File: config.mk
export PLATFORM = sky130hd
export DESIGN_NAME = dualSvf
export DESIGN_NICKNAME = d
export VERILOG_FILES = /design/src/verilog/svfPkg.sv /design/src/verilog/svfRegs.sv /design/src/verilog/svfCore.sv /design/src/verilog/svfMixer.sv /design/src/verilog/dualSvf.sv
export SDC_FILE = /design/constraint.sdc
export NUM_CORES = 2
export LEC_CHECK = 0
export ABC_AREA = 1
export BUFFER_PORTS_ARGS = -buffer_cell sky130_fd_sc_hd__buf_2
export CELL_PAD_IN_SITES_DETAIL_PLACEMENT = 0
export CELL_PAD_IN_SITES_GLOBAL_PLACEMENT = 1
export CORE_ASPECT_RATIO = 0.6
export CORE_UTILIZATION = 50
export DETAILED_ROUTE_END_ITERATION = 8
export GPL_TIMING_DRIVEN = 0
export PLACE_DENSITY = 0.9
export SKIP_LAST_GASP = 1
export SYNTH_ARGS = -nofsm -noshare
export SYNTH_HDL_FRONTEND = slang
export SYNTH_HIERARCHICAL = 1
export SYNTH_SLANG_ARGS = --single-unit
File: constraint.sdc
create_clock -name clk -period 9.3 [get_ports clk]
set_clock_uncertainty 0.05 [all_clocks]
set_input_delay 0.465 -clock clk [delete_from_list [all_inputs] [get_ports clk]]
set_output_delay 0.465 -clock clk [all_outputs]
set_load 0.03 [all_outputs]
File: src/verilog/svfPkg.sv
`default_nettype none

package svfPkg;

  ////////////////////////////////////////////////////////////////////////////
  // Data types

  typedef logic signed [17:0] sampleT;  // Audio sample
  typedef logic signed [17:0] coefT;    // Coefficient, 17 fraction bits
  typedef logic signed [35:0] accT;     // Filter state or product
  typedef logic [7:0]         addrT;    // AXI byte address
  typedef logic [31:0]        dataT;    // AXI data word

  ////////////////////////////////////////////////////////////////////////////
  // Fixed-point scaling

  localparam int COEF_FRAC    = 17;  // Fraction bits of f, q and gains
  localparam int SAMPLE_SHIFT = 18;  // Input sample to filter state scale

  localparam sampleT SAMPLE_MAX = 18'sh1FFFF;  // +131071
  localparam sampleT SAMPLE_MIN = 18'sh20000;  // -131072

  ////////////////////////////////////////////////////////////////////////////
  // Register map

  localparam addrT ADDR_FA     = 8'h00;  // Voice A frequency
  localparam addrT ADDR_QA     = 8'h04;  // Voice A damping
  localparam addrT ADDR_FB     = 8'h08;  // Voice B frequency
  localparam addrT ADDR_QB     = 8'h0C;  // Voice B damping
  localparam addrT ADDR_GAIN_A = 8'h10;
  localparam addrT ADDR_GAIN_B = 8'h14;
  localparam addrT ADDR_STATUS = 8'h18;  // Mixed sample count, read only

  localparam logic [1:0] RESP_OKAY   = 2'b00;
  localparam logic [1:0] RESP_SLVERR = 2'b10;

  // Core sequence, one multiply per state
  typedef enum logic [1:0] {IDLE, DAMP, INTEG1, INTEG2} coreStateE;

endpackage

`default_nettype wire

File: src/verilog/svfRegs.sv
`timescale 1ns/1ns
`default_nettype none

module svfRegs import svfPkg::*;
(
  input  logic       clk,
  input  logic       rstN,
  // AXI4-Lite write channels
  input  logic       sAwvalid,
  output logic       sAwready,
  input  addrT       sAwaddr,
  input  logic       sWvalid,
  output logic       sWready,
  input  dataT       sWdata,
  output logic       sBvalid,
  input  logic       sBready,
  output logic [1:0] sBresp,
  // AXI4-Lite read channels
  input  logic       sArvalid,
  output logic       sArready,
  input  addrT       sAraddr,
  output logic       sRvalid,
  input  logic       sRready,
  output dataT       sRdata,
  output logic [1:0] sRresp,
  // Mixer strobe for the sample counter
  input  logic       outValid,
  // Coefficients
  output coefT       fA,
  output coefT       qA,
  output coefT       fB,
  output coefT       qB,
  output coefT       gainA,
  output coefT       gainB
);

  logic       awHeld, wHeld;      // One half of a write already taken
  addrT       awAddrReg;
  dataT       wDataReg;
  logic       awFire, wFire, arFire;
  logic       wrGo;               // Both halves present this cycle
  addrT       wrAddr;
  dataT       wrData;
  logic [1:0] wrResp, rdResp;
  dataT       rdWord;
  dataT       sampleCount;        // Mixed samples since reset

  function automatic dataT signExt(input coefT c);
    return {{14{c[17]}}, c};
  endfunction

  ////////////////////////////////////////////////////////////////////////////
  // Write path

  assign sAwready = !awHeld && !sBvalid;  // Stall while a response waits
  assign sWready  = !wHeld && !sBvalid;
  assign awFire   = sAwvalid && sAwready;
  assign wFire    = sWvalid && sWready;
  assign wrGo     = (awHeld || awFire) && (wHeld || wFire);
  assign wrAddr   = awHeld ? awAddrReg : sAwaddr;  // Held or live address
  assign wrData   = wHeld ? wDataReg : sWdata;

  // Only the coefficient words are writable
  always_comb
  begin
    case (wrAddr)
      ADDR_FA, ADDR_QA, ADDR_FB, ADDR_QB, ADDR_GAIN_A, ADDR_GAIN_B:
        wrResp = RESP_OKAY;
      default:
        wrResp = RESP_SLVERR;  // STATUS and holes
    endcase
  end

  always_ff @(posedge clk or negedge rstN)
  begin
    if (!rstN)
    begin
      awHeld  <= 1'b0;
      wHeld   <= 1'b0;
      sBvalid <= 1'b0;
      fA      <= '0;
      qA      <= '0;
      fB      <= '0;
      qB      <= '0;
      gainA   <= '0;
      gainB   <= '0;
    end
    else
    begin
      if (wrGo)
      begin
        awHeld  <= 1'b0;
        wHeld   <= 1'b0;
        sBvalid <= 1'b1;            // Response in the next cycle
        if (wrResp == RESP_OKAY)
        begin
          case (wrAddr)
            ADDR_FA:     fA    <= wrData[17:0];  // Upper bits dropped
            ADDR_QA:     qA    <= wrData[17:0];
            ADDR_FB:     fB    <= wrData[17:0];
            ADDR_QB:     qB    <= wrData[17:0];
            ADDR_GAIN_A: gainA <= wrData[17:0];
            default:     gainB <= wrData[17:0];
          endcase
        end
      end
      else
      begin
        if (awFire)
          awHeld <= 1'b1;           // Wait for the data
        if (wFire)
          wHeld <= 1'b1;            // Wait for the address
        if (sBvalid && sBready)
          sBvalid <= 1'b0;
      end
    end
  end

  always_ff @(posedge clk)
  begin
    if (awFire)
      awAddrReg <= sAwaddr;
    if (wFire)
      wDataReg <= sWdata;
    if (wrGo)
      sBresp <= wrResp;
  end

  ////////////////////////////////////////////////////////////////////////////
  // Read path

  assign sArready = !sRvalid;  // One read outstanding
  assign arFire   = sArvalid && sArready;

  always_comb
  begin
    rdWord = '0;
    rdResp = RESP_OKAY;
    case (sAraddr)
      ADDR_FA:     rdWord = signExt(fA);
      ADDR_QA:     rdWord = signExt(qA);
      ADDR_FB:     rdWord = signExt(fB);
      ADDR_QB:     rdWord = signExt(qB);
      ADDR_GAIN_A: rdWord = signExt(gainA);
      ADDR_GAIN_B: rdWord = signExt(gainB);
      ADDR_STATUS: rdWord = sampleCount;
      default:     rdResp = RESP_SLVERR;  // Data stays zero
    endcase
  end

  always_ff @(posedge clk or negedge rstN)
  begin
    if (!rstN)
    begin
      sRvalid     <= 1'b0;
      sampleCount <= '0;
    end
    else
    begin
      if (arFire)
        sRvalid <= 1'b1;
      else if (sRready)
        sRvalid <= 1'b0;
      if (outValid)
        sampleCount <= sampleCount + 32'd1;  // One per mixed sample
    end
  end

  always_ff @(posedge clk)
  begin
    if (arFire)
    begin
      sRdata <= rdWord;
      sRresp <= rdResp;
    end
  end

endmodule

`default_nettype wire

File: src/verilog/svfCore.sv
`timescale 1ns/1ns
`default_nettype none

module svfCore import svfPkg::*;
(
  input  logic   clk,
  input  logic   rstN,
  input  logic   start,     // Accepted sample strobe
  input  sampleT sampleIn,
  input  coefT   f,         // Frequency coefficient
  input  coefT   q,         // Damping, 1/Q
  output sampleT yOut,      // Low-pass output
  output logic   done,      // One cycle, four after start
  output logic   busy
);

  coreStateE state;
  sampleT    xLatch;        // Sample held for the DAMP step
  coefT      mA, mB;        // Shared multiplier operands
  accT       prod;
  accT       z1, z2;        // Integrator states
  accT       z1Shift, sumFull, sumShift, yShift;

  ////////////////////////////////////////////////////////////////////////////
  // Shared multiplier and fixed-point scaling

  assign prod = mA * mB;  // Combinational 18x18

  assign z1Shift  = z1 >>> COEF_FRAC;
  // Input minus damping product minus low-pass feedback
  assign sumFull  = (accT'(xLatch) <<< SAMPLE_SHIFT) - prod - z2;
  assign sumShift = sumFull >>> COEF_FRAC;
  assign yShift   = z2 >>> SAMPLE_SHIFT;

  assign yOut = yShift[17:0];
  assign busy = (state != IDLE);

  ////////////////////////////////////////////////////////////////////////////
  // Sequencer and integrators

  always_ff @(posedge clk or negedge rstN)
  begin
    if (!rstN)
    begin
      state <= IDLE;
      done  <= 1'b0;
      z1    <= '0;
      z2    <= '0;
    end
    else
    begin
      done <= 1'b0;
      case (state)
        IDLE:
        begin
          if (start)
            state <= DAMP;
        end
        DAMP:
          state <= INTEG1;      // prod is q * z1 here
        INTEG1:
        begin
          z1    <= z1 + prod;   // Band integrator, f * sum
          state <= INTEG2;
        end
        INTEG2:
        begin
          z2    <= z2 + prod;   // Low integrator, f * old z1
          done  <= 1'b1;
          state <= IDLE;
        end
        default:
          state <= IDLE;
      endcase
    end
  end

  // Operand steering, one product per state
  always_ff @(posedge clk)
  begin
    if (state == IDLE && start)
    begin
      xLatch <= sampleIn;
      mA     <= z1Shift[17:0];
      mB     <= q;
    end
    else if (state == DAMP)
    begin
      mA <= f;
      mB <= sumShift[17:0];
    end
    else if (state == INTEG1)
    begin
      mA <= f;
      mB <= z1Shift[17:0];      // z1 before this edge's update
    end
  end

endmodule

`default_nettype wire

File: src/verilog/svfMixer.sv
`timescale 1ns/1ns
`default_nettype none

module svfMixer import svfPkg::*;
(
  input  logic   clk,
  input  logic   rstN,
  input  logic   inValid,    // Core done strobe
  input  sampleT yA,
  input  sampleT yB,
  input  coefT   gainA,
  input  coefT   gainB,
  output sampleT outSample,
  output logic   outValid
);

  accT                prodA, prodB;
  logic signed [36:0] mixSum;     // One guard bit over the products
  logic signed [36:0] mixShift;
  sampleT             mixSat;

  assign prodA    = gainA * yA;
  assign prodB    = gainB * yB;
  assign mixSum   = prodA + prodB;
  assign mixShift = mixSum >>> COEF_FRAC;  // Truncating

  ////////////////////////////////////////////////////////////////////////////
  // Saturation to the sample range

  always_comb
  begin
    if (mixShift > SAMPLE_MAX)
      mixSat = SAMPLE_MAX;
    else if (mixShift < SAMPLE_MIN)
      mixSat = SAMPLE_MIN;
    else
      mixSat = mixShift[17:0];
  end

  always_ff @(posedge clk or negedge rstN)
  begin
    if (!rstN)
      outValid <= 1'b0;
    else
      outValid <= inValid;  // One cycle behind done
  end

  always_ff @(posedge clk)
  begin
    if (inValid)
      outSample <= mixSat;
  end

endmodule

`default_nettype wire

File: src/verilog/dualSvf.sv
`timescale 1ns/1ns
`default_nettype none

module dualSvf import svfPkg::*;
(
  input  logic       clk,
  input  logic       rstN,
  // AXI4-Lite register port
  input  logic       sAwvalid,
  output logic       sAwready,
  input  addrT       sAwaddr,
  input  logic       sWvalid,
  output logic       sWready,
  input  dataT       sWdata,
  output logic       sBvalid,
  input  logic       sBready,
  output logic [1:0] sBresp,
  input  logic       sArvalid,
  output logic       sArready,
  input  addrT       sAraddr,
  output logic       sRvalid,
  input  logic       sRready,
  output dataT       sRdata,
  output logic [1:0] sRresp,
  // Sample stream
  input  logic       sampleValid,
  input  sampleT     sampleIn,
  output logic       sampleReady,
  output sampleT     outSample,
  output logic       outValid
);

  coefT   fA, qA, fB, qB, gainA, gainB;
  sampleT yA, yB;
  logic   doneA;
  logic   accept;     // Sample taken this edge
  logic   inFlight;   // One sample inside the filters

  assign accept      = sampleValid && sampleReady;
  assign sampleReady = !inFlight;

  always_ff @(posedge clk or negedge rstN)
  begin
    if (!rstN)
      inFlight <= 1'b0;
    else if (accept)
      inFlight <= 1'b1;
    else if (outValid)
      inFlight <= 1'b0;   // Free again after the mixed result
  end

  ////////////////////////////////////////////////////////////////////////////
  // Registers, two voices and the mixer

  svfRegs regs0 (
    .clk, .rstN,
    .sAwvalid, .sAwready, .sAwaddr, .sWvalid, .sWready, .sWdata,
    .sBvalid, .sBready, .sBresp,
    .sArvalid, .sArready, .sAraddr, .sRvalid, .sRready, .sRdata, .sRresp,
    .outValid,
    .fA, .qA, .fB, .qB, .gainA, .gainB
  );

  svfCore coreA (
    .clk, .rstN, .start(accept), .sampleIn,
    .f(fA), .q(qA), .yOut(yA), .done(doneA), .busy()
  );

  // Same timing as coreA, its done and busy are for waveforms only
  svfCore coreB (
    .clk, .rstN, .start(accept), .sampleIn,
    .f(fB), .q(qB), .yOut(yB), .done(), .busy()
  );

  svfMixer mixer0 (
    .clk, .rstN, .inValid(doneA),
    .yA, .yB, .gainA, .gainB,
    .outSample, .outValid
  );

endmodule

`default_nettype wire

==> results.md <==
- For the finished layout, the period the worst path requires is 9130 ps.
- The final reports fail on capacitance limit, slew limit.
- The initialized floorplan defines 118 standard-cell rows.
- The setup check on the worst reg-to-reg path leaves a slack of 170 ps.
- A synthesized cell averages 7.58 um2.
- The actual transition at the worst max-transition pin is 1530 ps.
- The number of cell instances on the worst register-to-register path is 36.
- The number of optimization iterations in the first detailed-route pass is 8.
- The number of failing hold endpoints at the final stage is 0.
- The largest single stage delay on the critical path is 540 ps.
- The congestion estimate from routability-driven global placement came to 1.07.
- The maximum number of pins on one net before global-route repair is 109.
- Dividing the final minimum period by the clock period gives 98.1%.
- The end of the worst hold path is inFlight$_DFFE_PN0P_.
- The first global-routing pass estimated 501,000 um of wire.
- Data on the critical path is required at its endpoint by 9680 ps.
- STA classifies the critical path endpoint as a flip-flop.
- Global routing consumed, over all layers together, 39.0% of the routing resources.
- The top cell types in the final layout, fill and taps aside, are sky130_fd_sc_hd__inv_1, sky130_fd_sc_hd__nand2_1, sky130_fd_sc_hd__fa_1.
- The CTS buffer count is 53.
- After layout, the worst setup slack is 174 ps.
- The tool flagged a number of max-cap violations equal to 5.
- The total buffers and inverters traversed by the critical path is 9.
- The highest fanout seen on the critical path is 10.
- The reg-to-reg critical path endpoint is coreA/mB[10]$_DFFE_PP_.
- The maximum clock frequency is 0.110 GHz.
- The clock insertion delay at the later pin of the skew report is 710 ps.
- The vertical die dimension is 326 um.
- Setup violations remaining at the end of the flow were counted as 0.
- STA classifies the critical path startpoint as a flip-flop.
- The proportion of layout cells with a drive suffix above 1 is 6.98%.
- Yosys printed 6 warnings.
- The die extent in x is 543 um.
- The number of input and output port buffers inserted is 117.
- The count of pins on the block boundary is 135.
- After filler insertion, the fill cell instance count of the layout stands at 16,660.
- The count of cells along the worst hold path is 3.
- Prior to clock tree synthesis, the placed netlist has a worst setup slack of -1870 ps.
- The via-per-instance ratio is 5.45.
- The setup path with the least slack is of type reg -> reg.
- The post-synthesis instance total is 11,563.
- The average wire length per cell after detail routing is 24.0 um.
- The clock tree synthesis step divided the H-tree into 2 levels.
- The die covers 177,000 um2.
- The initial antenna violation count came to 19.
- The netlist area before placement is 87,700 um2.
- TritonCTS built the clock tree.
- The cell sitting at the root of the clock tree is a sky130_fd_sc_hd__clkbuf_16.
- The min-delay analysis places its worst path in the category in -> reg.
- Leaving out fill and tap cells, the most frequent cell in the layout is sky130_fd_sc_hd__inv_1.
- Clock tree synthesis found a total of 477 sinks.
- The number of global-route vias before repair is 75,148.
- The highest-delay cell along the critical path is sky130_fd_sc_hd__fa_1.
- The final-report max-slew violation count is 10.
- The detailed-route wire length is 342,000 um.
- The worst pin sits at a relative slew slack of -3.23%.
- The final instance area is 95,400 um2.
- The most frequent cell on the critical path is sky130_fd_sc_hd__nand2_1.
- The cell area after placement is 91,500 um2.
- The placed wire-length estimate after detailed placement is 290,000 um.
- The category of cells accounting for the largest share of critical-path delay is adder cells.
- The final route contains 77,672 vias.
- The worst hold path begins at sampleValid.
- After clock tree synthesis, the clock-pin slew on the worst setup and hold paths is 70 ps.
- At the worst endpoint, the arrival time is 9510 ps.
- The run finished, with violations left.
- In the routed design, unresolved DRC markers number 0.
- The first routing iteration left 9,351 violations.
- The detail route stage leaves a number of antenna-violating nets equal to 0.
- The final layout contains 13,952 nets.
- From synthesis to final layout, the design area changed by 8.74%.
- The number of buffers on the longest clock path is 3.
- The global route total overflow is 0.
- The area of the placeable core is 173,000 um2.
- In this run the critical register-to-register path is launched from coreA/mB[16]$_DFFE_PP_.
- For this configuration, the core starts out at a cell density of 50.6%.
- The utilization of the core after routing is 55.0%.
## sequential cells by signal, summed over array words and instances, names as in the netlist, 32 cells and up
name	flops
regs0/sampleCount	32
coreB/z2	36
regs0/sRdata	32
coreA/z1	35
coreB/z1	35
coreA/z2	36
## routing by layer
| layer | vias up | part of all wire, % | global-route usage (%) |
|---|---|---|---|
| met5 | - | 0.040 | 0 |
| met2 | 4505 | 36 | 48.6 |
| met3 | 452 | 17 | 18.0 |
| met1 | 38109 | 45 | 59.7 |
| met4 | 14 | 2.9 | 8.73 |
| li1 | 34592 | - | - |
## area by class of cell
class                      instances  area (um2)  area share, %
tap                             2340        2930           3.07
buffer                           353        1760           1.85
timing repair buffer             311        2450           2.57
clock buffer                      62        1420           1.49
inverter                        3060       11500           12.1
multi-input combinational       7588       61900           64.9
sequential                       477       12900           13.5
clock inverter                    38         473          0.496
antenna                           10        25.0         0.0262
## worst reg2reg max path, delay by kind of cell (launching register included)
family	cells	cell delay [ps]
fa+ha+maj	9	4370
compound gates	8	1800
buf+inv	9	1120
simple gates	9	1050
flops	1	320
xor+xnor	1	190
## through the flow
stage               hold slack (ps)  setup TNS [ps]  std cells
finish                         45.4               0      14239
global route                   9.05           -79.6      14230
CTS                            9.05               0      14166
detailed placement              409          -61250      14033
global placement                405          -56750      14021
floorplan                       119               0      11564
## worst max path at each step
| stage | depth (start not counted) | slack, ps | endpoint | from |
|---|---|---|---|---|
| 6_report | 36 | 170 | coreA/mB[10]$_DFFE_PP_ | coreA/mB[16]$_DFFE_PP_ |
| 3_5_place_dp | 33 | -1870 | coreA/mB[10]$_DFFE_PP_ | coreA/mB[13]$_DFFE_PP_ |
| 3_3_place_gp | 33 | -1820 | coreA/mB[10]$_DFFE_PP_ | coreA/mB[13]$_DFFE_PP_ |
| 5_1_grt | 38 | -60 | coreA/mB[17]$_DFFE_PP_ | coreA/mA[17]$_DFFE_PP_ |
| 2_1_floorplan | 37 | 1370 | coreA/mB[17]$_DFFE_PP_ | coreA/mA[17]$_DFFE_PP_ |
| 4_1_cts | 36 | 9 | coreA/mB[17]$_DFFE_PP_ | coreA/mB[3]$_DFFE_PP_ |
## timing repair
action / 4_1_cts / 5_1_grt
setup buffers: 51 / 92
hold buffers: 37 / 1
pin swaps: 0 / 6
endpoints found under the hold margin: 117 / 1
resized for setup: 92 / 121
setup endpoints to repair: 87 / 59
Power is not shown: default switching activity piles up to over one toggle a cycle in this logic, so the estimate is an artifact.
